--- config.mk ---
export PLATFORM = sky130hd
export DESIGN_NAME = wordMem
export DESIGN_NICKNAME = d
export VERILOG_FILES = /design/src/rtl/mipsPkg.sv /design/src/rtl/wordMem.sv
export SDC_FILE = /design/constraint.sdc
export NUM_CORES = 1
export LEC_CHECK = 0
export ABC_AREA = 1
export BUFFER_PORTS_ARGS = -buffer_cell sky130_fd_sc_hd__clkbuf_2
export CAP_MARGIN = 20
export CORE_MARGIN = 2
export CORE_UTILIZATION = 55
export CTS_CLUSTER_SIZE = 40
export DETAILED_ROUTE_END_ITERATION = 7
export GPL_ROUTABILITY_DRIVEN = 1
export HOLD_SLACK_MARGIN = 0.1
export PLACE_DENSITY_LB_ADDON = 0.08
export SLEW_MARGIN = 25
export SYNTH_ARGS = -nofsm -noshare
export SYNTH_HDL_FRONTEND = slang
export SYNTH_SLANG_ARGS = --single-unit
--- constraint.sdc ---
create_clock -name clk -period 3.1 [get_ports clk]
set_input_delay 0.31 -clock clk [delete_from_list [all_inputs] [get_ports clk]]
set_output_delay 0.31 -clock clk [all_outputs]
set_load 0.03 [all_outputs]
--- src/rtl/mipsPkg.sv ---
package mipsPkg;

    localparam int DATA_W = 32;                   // Word width
    localparam int REG_AW = 5;                    // Register index width

    // Primary opcodes, instr[31:26]
    localparam logic [5:0] OP_RTYPE = 6'h00;
    localparam logic [5:0] OP_ADDI  = 6'h08;
    localparam logic [5:0] OP_LW    = 6'h23;
    localparam logic [5:0] OP_SW    = 6'h2b;
    localparam logic [5:0] OP_BEQ   = 6'h04;

    // R-type function field, instr[5:0]
    localparam logic [5:0] FN_ADD = 6'h20;
    localparam logic [5:0] FN_SUB = 6'h22;
    localparam logic [5:0] FN_AND = 6'h24;
    localparam logic [5:0] FN_OR  = 6'h25;
    localparam logic [5:0] FN_SLT = 6'h2a;

    typedef enum logic [2:0] {ALU_ADD, ALU_SUB, ALU_AND, ALU_OR, ALU_SLT} aluOpT;

    typedef enum logic [1:0] {
        FWD_REG = 2'd0,                           // Value from ID/EX
        FWD_WB  = 2'd1,                           // Writeback result
        FWD_MEM = 2'd2                            // ALU result in memory stage
    } fwdT;

    ////////////////////////////////////////////////////////////////////////////
    // Pipeline latch payloads, all-zero is a bubble
    ////////////////////////////////////////////////////////////////////////////

    typedef struct packed {
        logic [DATA_W-1:0] instr;
        logic [DATA_W-1:0] pcPlus4;
    } ifIdT;

    typedef struct packed {
        logic              regWrite;
        logic              memToReg;
        logic              memWrite;
        logic              aluSrc;                // Immediate as operand B
        logic              regDst;                // rd, else rt
        aluOpT             aluOp;
        logic [DATA_W-1:0] rd1;
        logic [DATA_W-1:0] rd2;
        logic [DATA_W-1:0] imm;                   // Sign extended
        logic [REG_AW-1:0] rs;
        logic [REG_AW-1:0] rt;
        logic [REG_AW-1:0] rd;
    } idExT;

    typedef struct packed {
        logic              regWrite;
        logic              memToReg;
        logic              memWrite;
        logic [DATA_W-1:0] aluOut;
        logic [DATA_W-1:0] writeData;             // Store data
        logic [REG_AW-1:0] writeReg;
    } exMemT;

    typedef struct packed {
        logic              regWrite;
        logic              memToReg;
        logic [DATA_W-1:0] readData;
        logic [DATA_W-1:0] aluOut;
        logic [REG_AW-1:0] writeReg;
    } memWbT;

endpackage

--- src/rtl/wordMem.sv ---
`timescale 1ns/1ps

module wordMem #(
    parameter int WORDS = 16
) (
    input  logic                       clk,
    input  logic                       we,
    input  logic [$clog2(WORDS)-1:0]   addr,      // Word index
    input  logic [mipsPkg::DATA_W-1:0] wdata,
    output logic [mipsPkg::DATA_W-1:0] rdata
);

    logic [mipsPkg::DATA_W-1:0] mem [WORDS] = '{default: '0};   // Starts cleared

    always_ff @(posedge clk)
    begin
        if (we)
            mem[addr] <= wdata;
    end

    assign rdata = mem[addr];                     // Async read

    // Non power of two depths leave holes in the index space
    addrRangeA: assert property (@(posedge clk) we |-> (addr < WORDS));

endmodule

======== Word level (Yosys, flattened, before mapping) ========
Memories as Yosys holds them, arrays and structs flattened.
Index checks and enable logic that the tools add are counted.
cells by class
  div/mod/pow operators ................... 0
  bitwise logic cells ..................... 0
  reduce and logical (&&, ||, !) cells .... 0
  add/sub/neg operators ................... 0
  magnitude comparators ................... 0
  shift-type cells ........................ 0
  mux-type cells .......................... 2
  eq/ne operators ......................... 0
  multiply operators ...................... 0
operators by type and width
  kind     number
  $mux W1  2
word-level totals
  register bits ........................... 0
  memories kept ........................... 1
  ROM bits ................................ 0
  logic and storage cells ................. 3
  input bits .............................. 38
  bits in latches ......................... 0
  memory bits (writable) .................. 512
  output and inout bits ................... 32
memory list
  name  depth  width  rd ports  clocked after memory_dff  write ports  line           RTL
  mem   16     32     1         0                         1            wordMem.sv:13  logic [mipsPkg::DATA_W-1:0] mem [WORDS] = '{default: '0};

======== Logic depth before layout (Yosys ltp) ========
Gate-level depths: netlist (run 1).
  word-level depth ........................ 2
  mapped depth ............................ 12
  mapped depth without buffers ............ 9

======== Least setup slack after synthesis (run 1) ========
No wires, ideal clock.
  kind .................................... in2reg
  start ................................... input port addr[1]
  end ..................................... memory mem[5][0] (netlist name) (enable)
  cell stages on the path ................. 6
  data required time ...................... 2.679 ns
  setup slack ............................. 0.296 ns
  library setup time ...................... 0.421 ns
  path buffers ............................ 3
  arrival time ............................ 2.383 ns
  path through ............................ buf_2 inv_1 buf_2 buf_2 nand3_1 nor2_1
RTL lines
  item                line           RTL
  start: declaration  wordMem.sv:8   input logic [$clog2(WORDS)-1:0] addr,
  end: declaration    wordMem.sv:13
Straight into the memory's write port.

======== Worst setup path in the final report (run 1) ========
  start ................................... input port addr[0]
  end ..................................... output port rdata[24] (netlist name)
between the ends
  cells in the longest elaborated chain, start to end .. 1
RTL lines
  item              line           RTL
  $mem_v2 Z16 W32   -
  end: declaration  wordMem.sv:10  output logic [mipsPkg::DATA_W-1:0] rdata
Every way passes these cells.

==> flow_summary.toml, run 1 <==
[power]
power_mw = 15.2
leakagePower_nw = 10.4
ir_worst_vdd_mv = 0.508
p_per_area_nw_per_um2 = 623

[route]
first_pass_iters = 5
vias = 14000
post_drt_wl_per_cell_microns = 18.5
first_iter_violations = 1280
ant_nets = 0
routed_wl_mm = 50.2
drt-vias-per-instance = 5.16
drc = 0

[logic_synthesis]
seq_area_frac_synth_pct = 71.3
yosysWarnings = 0
syn_inst = 2081
synth_top_area_share_pct = 71.3
synth_area_sq_um = 21600
synth_area_leaders = "edfxtp_1 71%, nand2_1 24%, inv_1 1.2%"
syn_area_per_cell_sq_um = 10.4
ys_ff_latch = 512
yosysTopAreaCell = "edfxtp_1"
synth_nets = 2119
synth.distinct_cells = 12

[cts]
clk_path_buf_depth = 3
hold_buffers = 0
ctsResizeCount = 0
post-cts-setup-buffers = 0
clk_pin_slew_ps = 60
cts_buffers = 51
cts_tree = "built"
cts_root_buffer = "clkbuf_16"
cts.htree.levels = 2
cts_num_sinks = 512

[cells_and_area]
fin_area_sq_um = 24300
fin_nets = 2196
layout_top_registers = "mem x512"
final_common_cell = "nand2_1"
top_register = "mem"
drive_gt1_share_pct = 9.87
syn_to_final_growth_pct = 12.8
largest_register_ffs = 512
final_cell_mix = "1378 x nand2_1, 512 x edfxtp_1, 67 x inv_1, 67 x clkbuf_2, 53 x clkbuf_16"
fillCellCount = 3084
multi_input_area_sq_um = 5400
register_area_sq_um = 15400

[place]
dp_slack_ps = 637
gp_congestion = 0.769
io_buffers = 69
dp_hpwl_mm = 26.6
postPlaceCellArea_sq_um = 22600

[floorplanning]
dieArea_sq_um = 40800
die_y_microns = 202
die_w_microns = 202
coreArea_sq_um = 38600
rows = 72
io_pins = 70
initial_utilization_pct = 55.8

[critical_path]
crit_type = "in -> out"
crit_chain = "clkbuf_8, inv_8, buf_12, nand2_1, nand2_1, nand2_1, nand2_1, nand2_1, nand2_1, inv_1, nand2_1, clkbuf_2"
worst_path_most_repeated_cell = "nand2_1"
endpoint_kind = "output pin"
crit_fanout = 55
critical_path.slowest_cell = "inv_8"
cpLargestDelayFamily = "buffers and inverters"
required_ps = 2790
arrival_ps = 2150
startpoint_type = "input port"
slowest_delay_ps = 350
path_buf_inv = 5

[global_route]
grt_overflow = 0
grt_start_max_net_pins = 83
track_usage_pct = 25.2
grt_pass1_wl_mm = 78.1
antenna_found_initial = 1
first_global_vias = 13600

[min_path]
hold_path.class = "in -> reg"
holdPathEnd = "mem[11][9]"
whs_path_depth = 1
hold_start = "wdata[9]"

[job]
drv_cap = 0

[sta]
tns_ps = 0
setup_viol = 0
worstMarginPinSlew_ps = 603
fin_hold_ws_ps = 131
final.min_clock_period_ps = 2460
finalWorstSetupSlack_ps = 637
rsz0062_at_grt = "false"
fmax_mhz = 406
relSlewSlack_pct = 59.8
finalHoldViolCount = 0
maxSlewViolCount = 0
period_share_pct = 79.5

[run_status]
outcome = "complete, no violations"
[Yosys cell counts]
cell type     n
buf_2        41
inv_1        70
inv_6         1
buf_4        17
nor2_1       18
nand3_1       4
nand2_1    1378
buf_1         6
clkbuf_1     10
buf_6        23
edfxtp_1    512
buf_8         1
[worst max path at each step]
stage             from          end  slack, ps  depth (start not counted)
6_report       addr[0]    rdata[24]        640                         12
3_5_place_dp   addr[1]  mem[13][20]        640                          5
4_1_cts        addr[0]    rdata[24]        650                         12
5_1_grt        addr[0]    rdata[24]        480                         12
3_3_place_gp   addr[0]     rdata[9]        650                         11
2_1_floorplan  addr[1]    mem[5][0]        300                          6
[report_power, final]
| part | internal [mW] | switching, mW |
|---|---|---|
| logic | 0.268 | 0.782 |
| clock network | 3.77 | 2.54 |
| registers | 7.76 | 0.0291 |
[stage by stage]
| step | cells | util, % |
|---|---|---|
| floorplan | 2081 | - |
| global placement | 2623 | 58.5 |
| detailed placement | 2623 | 58.5 |
| CTS | 2717 | 62.9 |
| global route | 2717 | 62.9 |
| finish | 2718 | 63.0 |
[cell type report]
type,count,area share (%)
Sequential cell,512,63.2
Multi-Input combinational cell,1400,22.2
Clock buffer,61,5.57
Timing Repair Buffer,122,3.77
Tap cell,518,2.66
Clock inverter,33,1.48
Inverter,71,1.14
Antenna cell,1,0.0103
[layer usage]
metal  up-vias  GRT usage, %  part of all wire, %
li1       6812             -                    -
met1      6703          35.9                   45
met2       419          40.4                   46
met3        96          3.61                  6.0
met4         0          8.35                  2.7
met5         -             0                    0
[cell families (layout without fill, tap and decap cells)]
kind of cell,after synthesis,count (layout),synth area share (%)
flops,512,512,71.3
other cells,0,1,0
buf+inv,169,287,4.35
simple gates,1400,1400,24.4
Power figures use the tool's default switching activity.
==> inputs of run 2 (changes only) <==
--- a/config.mk
+++ b/config.mk
@@ -5,7 +5,7 @@
 export SDC_FILE = /design/constraint.sdc
 export NUM_CORES = 1
 export LEC_CHECK = 0
-export ABC_AREA = 1
+export ABC_AREA = 0
 export BUFFER_PORTS_ARGS = -buffer_cell sky130_fd_sc_hd__clkbuf_2
 export CAP_MARGIN = 20
 export CORE_MARGIN = 2
==> constraint.sdc (replaced) <==
create_clock -name clk -period 2.4 [get_ports clk]
set_input_delay 0.24 -clock clk [delete_from_list [all_inputs] [get_ports clk]]
set_output_delay 0.24 -clock clk [all_outputs]
set_load 0.03 [all_outputs]
==> run 2 against run 1 <==
  * Sequential cell count unchanged
  * Combinational power increased by 9.5%
  * Clock-buffer cell count increased by 4
  * Design area decreased by 7.2%
  * Cell count decreased by 46%
  * Total power increased by 22%
  * Critical path type unchanged
  * Critical endpoint is now rdata[11]
==> flow_summary.toml, run 2 <==
[global_route]
track_usage_pct = 24.6
grt_pass1_wl_mm = 63.5
grt_busiest_layer = "met2"
grt_util_met2_pct = 41.1
grt_start_max_net_pins = 46
grt_overflow = 0
grt_use_met1_pct = 34.8
grtUsageMet3_pct = 3.87
first_global_vias = 9590
antenna_found_initial = 1

[cts]
clk_path_buf_depth = 3
ctsResizeCount = 0
cts_num_sinks = 512
clk_pin_slew_ps = 60
cts_buffers = 50
cts.htree.levels = 2
cts_root_buffer = "clkbuf_16"
cts_tree = "built"

[logic_synthesis]
synth_nets = 846
yosysTopAreaCell = "edfxtp_1"
synth_area_sq_um = 19200
yosysWarnings = 0
ys.flop_type = "edfxtp_1"
syn_inst = 808
synth_top_area_share_pct = 80.0
seq_area_frac_synth_pct = 80.0
syn_area_per_cell_sq_um = 23.8
synth_common_cells = "512 x edfxtp_1, 128 x mux4_2, 64 x a22oi_1, 33 x nand2_1, 27 x clkbuf_1"
synth-edff-count = 512
synth.distinct_cells = 16
async_flop_share_pct = 0
synth_most_common_cell = "edfxtp_1"
synth_area_leaders = "edfxtp_1 80%, mux4_2 15%, a22oi_1 2.5%"
ys_ff_latch = 512

[floorplanning]
dieArea_sq_um = 36500
coreArea_sq_um = 34500
io_pins = 70
die_w_microns = 191
rows = 68
initial_utilization_pct = 55.8
die_y_microns = 191

[critical_path]
critical_path.slowest_cell = "mux4_2"
arrival_ps = 2010
path_depth = 6
crit_chain = "clkbuf_8, buf_4, mux4_2, a22oi_1, nand2_1, clkbuf_2"
crit_type = "in -> out"
cpLargestDelayFamily = "buffers and inverters"
crit_fanout = 31
path_buf_inv = 3
startpoint_type = "input port"
slowest_delay_ps = 530
required_ps = 2160
endpoint_kind = "output pin"

[cells_and_area]
fin_nets = 1005
fin_util_pct = 65.5
drive_gt1_share_pct = 33.8
fillCellCount = 2233
final_cell_mix = "512 x edfxtp_1, 128 x mux4_2, 67 x clkbuf_2"
largest_register_ffs = 512
final_common_cell = "edfxtp_1"
fin_area_sq_um = 22600
layout_top_registers = "mem x512"
top_register = "mem"
syn_to_final_growth_pct = 17.5
diodes = 0

[sta]
tns_ps = 0
setup_viol = 0
maxSlewViolCount = 0
final.min_clock_period_ps = 2250
period_share_pct = 93.8
rsz0062_at_grt = "false"
finalHoldViolCount = 0
worstMarginPinSlew_ps = 586
relSlewSlack_pct = 60.9
fin_hold_ws_ps = 121
fmax_mhz = 444

[place]
postPlaceCellArea_sq_um = 20800
io_buffers = 69
gp_congestion = 0.728
dp_hpwl_mm = 23.8

[route]
first_pass_iters = 5
routed_wl_mm = 42.9
post_drt_wl_per_cell_microns = 29.4
drt-vias-per-instance = 6.29
ant_nets = 0
vias = 9182
first_iter_violations = 1086
drc = 0

[run_status]
outcome = "complete, no violations"

[power]
leakagePower_nw = 7.29
ir_worst_vdd_mv = 0.712
p_per_area_nw_per_um2 = 821

[job]
drv_cap = 0

[min_path]
whs_path_depth = 1
hold_path.class = "in -> reg"
-- run 2: where the power goes --
| group | switching, mW | total (mW) | internal [mW] |
|---|---|---|---|
| combinational | 0.697 | 1.15 | 0.450 |
| sequential | 0.0405 | 10.1 | 10.0 |
| clock | 3.11 | 7.32 | 4.21 |
-- run 2: worst paths after layout --
path                      from         to  slack, ps
worst max-delay path   addr[0]  rdata[11]        150
worst min-delay path  wdata[6]  mem[3][6]        120
-- run 2: cell families after synthesis --
kind of cell           Yosys count  synth area share, %
AO/OA/AOI/OAI                   64                 2.50
buffers and inverters           45                 1.20
multiplexers                   128                 15.0
AND/OR/NAND/NOR                 59                 1.31
flip-flops                     512                 80.0
-- run 2: per-stage QoR --
step / std cells / power (mW) / setup WS, ps
floorplan: 808 / 10.9 / -487
global placement: 1344 / 11.3 / 135
detailed placement: 1344 / 11.4 / 115
CTS: 1460 / 18.7 / 88.4
global route: 1460 / 19.1 / 1.76
finish: 1460 / 18.5 / 150
-- run 2: final cells by class --
cell class | instances | area [sq um] | area share (%)
timing repair buffer | 152 | 1340 | 5.92
clock buffer | 65 | 1330 | 5.88
tap | 455 | 569 | 2.52
sequential | 512 | 15400 | 68.1
clock inverter | 25 | 196 | 0.870
multi-input combinational | 251 | 3770 | 16.7
-- run 2: what timing repair did --
item	CTS	global route
endpoints found under the hold margin	395	0
hold buffers	26	0
setup buffers	0	0
-- run 2: per-layer routing --
layer	vias up	part of all wire, %
met5	-	0.030
met4	2	1.9
met3	62	6.0
met2	334	51
met1	4979	41
li1	3805	-
==> inputs of run 3 (changes only) <==
--- a/config.mk
+++ b/config.mk
@@ -5,7 +5,7 @@
 export SDC_FILE = /design/constraint.sdc
 export NUM_CORES = 1
 export LEC_CHECK = 0
-export ABC_AREA = 0
+export ABC_AREA = 1
 export BUFFER_PORTS_ARGS = -buffer_cell sky130_fd_sc_hd__clkbuf_2
 export CAP_MARGIN = 20
 export CORE_MARGIN = 2
==> run 3 against run 2 <==
  * Critical path depth is 5 higher
  * Fmax grew 8.0%
  * Clock-buffer cell count shrank 4
  * Wire length grew 18%
  * Cell count rose by 88%
  * Sequential cell count unchanged
  * Combinational power is 23% higher
  * Design area grew 8.8%
  * Non-clock buffer count stayed put
  * Global-route usage rose by 0.89 points
  * Via count grew 54%
  * Hold slack got worse by 7.9 ps
  * Largest cell class unchanged
  * Highest routed layer is now met4
==> flow_summary.toml, run 3 (synthesis results as in run 1) <==
[run_status]
outcome = "complete, no violations"

[cts]
cts_tree = "built"
clk_pin_slew_ps = 60
cts.htree.levels = 2
cts_num_sinks = 512
ctsResizeCount = 0
cts_root_buffer = "clkbuf_16"
cts_buffers = 52
clk_path_buf_depth = 3

[route]
drc = 0
first_iter_violations = 1079
first_pass_iters = 5
post_drt_wl_per_cell_microns = 18.5
vias = 14100
routed_wl_mm = 50.7
ant_nets = 0
drt-vias-per-instance = 5.14

[cells_and_area]
layout_top_registers = "mem x512"
final_common_cell = "nand2_1"
fin_util_pct = 63.6
final_cell_mix = "1378 x nand2_1, 512 x edfxtp_1, 67 x inv_1, 67 x clkbuf_2, 52 x clkbuf_16"
fin_nets = 2227
top_register = "mem"
diodes = 0
syn_to_final_growth_pct = 13.9
largest_register_ffs = 512
finalNonFillerCells = 2749
drive_gt1_share_pct = 9.91

[power]
leakagePower_nw = 10.5
p_per_area_nw_per_um2 = 785
pwr-share-clk_pct = 40.5
power_mw = 19.3
p_sw_mw = 4.37
switching_share_pct = 22.7
pwr-share-comb_pct = 7.3
internal_power_mw = 14.9
sequentialPowerShare_pct = 52.2
ir_worst_vdd_mv = 0.671

[place]
dp_slack_ps = 279
dp_hpwl_mm = 27.8
dp.cells = 2631
gp_congestion = 0.782
io_buffers = 69

[floorplanning]
die_w_microns = 202
initial_utilization_pct = 55.8
coreArea_sq_um = 38600
die_y_microns = 202
io_pins = 70
rows = 72
dieArea_sq_um = 40800

[sta]
relSlewSlack_pct = 65.7
tns_ps = 0
final.min_clock_period_ps = 2080
rsz0062_at_grt = "false"
finalHoldViolCount = 0
worstMarginPinSlew_ps = 515
fmax_mhz = 480
period_share_pct = 86.8
finalWorstSetupSlack_ps = 316
setup_viol = 0
maxSlewViolCount = 0

[critical_path]
endpoint_kind = "output pin"
cp-endpoint = "rdata[3]"
path_depth = 11
cpLargestDelayFamily = "buffers and inverters"
startpoint = "addr[0]"
critical_path.slowest_cell = "buf_4"
required_ps = 2160
crit_fanout = 43
path_buf_inv = 4
startpoint_type = "input port"
worst_path_most_repeated_cell = "nand2_1"
crit_type = "in -> out"
slowest_delay_ps = 460
crit_chain = "clkbuf_8, buf_4, nand2_1, nand2_1, nand2_1, nand2_1, nand2_1, nand2_1, inv_1, nand2_1, clkbuf_2"
arrival_ps = 1840

[global_route]
track_usage_pct = 25.5
grt_start_max_net_pins = 79
grt_overflow = 0
antenna_found_initial = 0
first_global_vias = 13900
grt_pass1_wl_mm = 78.9

[min_path]
hold_path.class = "in -> reg"

[job]
drv_cap = 0
==> run 3: changes by cell type in the layout (fill, tap and decap cells not counted), moves of 12 or more <==
cell,delta
a22oi_1,-64
buf_4,+12
inv_1,+67
mux4_2,-128
nand2_1,+1345
==> run 3: what timing repair did <==
| item | in CTS | in global routing |
|---|---|---|
| hold endpoints to repair | 329 | 0 |
| hold buffers | 22 | 0 |
| buffers inserted | 0 | 0 |
==> run 3: area by class of cell <==
cell class,count,area [sq um]
clock buffers,61,1340
flip-flops and latches,512,15400
fillers,3107,14100
repair buffers,152,1230
inverters,71,277
clock inverters,35,298
multi-input cells,1400,5400
well taps,518,648
==> run 3: per-layer routing <==
metal / GRT usage [%] / part of all wire, % / up-vias
met4: 7.90 / 2.6 / 0
met2: 42.8 / 48 / 418
li1: - / - / 6885
met5: 0 / 0 / -
met1: 34.5 / 44 / 6722
met3: 3.98 / 5.5 / 99
==> run 3: worst min path at each step <==
stage,startpoint,to,slack [ps],cells past startpoint
after floorplan,wdata[0],mem[0][0],340,0
after global placement,wdata[13],mem[10][13],670,1
after detailed placement,wdata[26],mem[1][26],670,1
after CTS,wdata[21],mem[1][21],100,1
after global routing,wdata[21],mem[1][21],120,1
final,wdata[21],mem[5][21],110,1
==> run 3: through the flow <==
step | cell area (sq um) | hold slack (ps)
6_report | 24600 | 113
5_1_grt | 24600 | 125
4_1_cts | 24600 | 102
3_5_place_dp | 22700 | 672
3_3_place_gp | 22700 | 666
2_1_floorplan | 21600 | 339
==> run 3: power groups by stage <==
| stage | sequential, mW | combinational, mW | clock, mW |
|---|---|---|---|
| final | 10.1 | 1.41 | 7.81 |
| after CTS | 10.1 | 1.42 | 7.94 |
| after detailed placement | 10.3 | 1.39 | 0 |
| after global routing | 10.1 | 1.57 | 8.27 |
| after global placement | 10.2 | 1.37 | 0 |
| after floorplan | 10.2 | 0.877 | 0 |
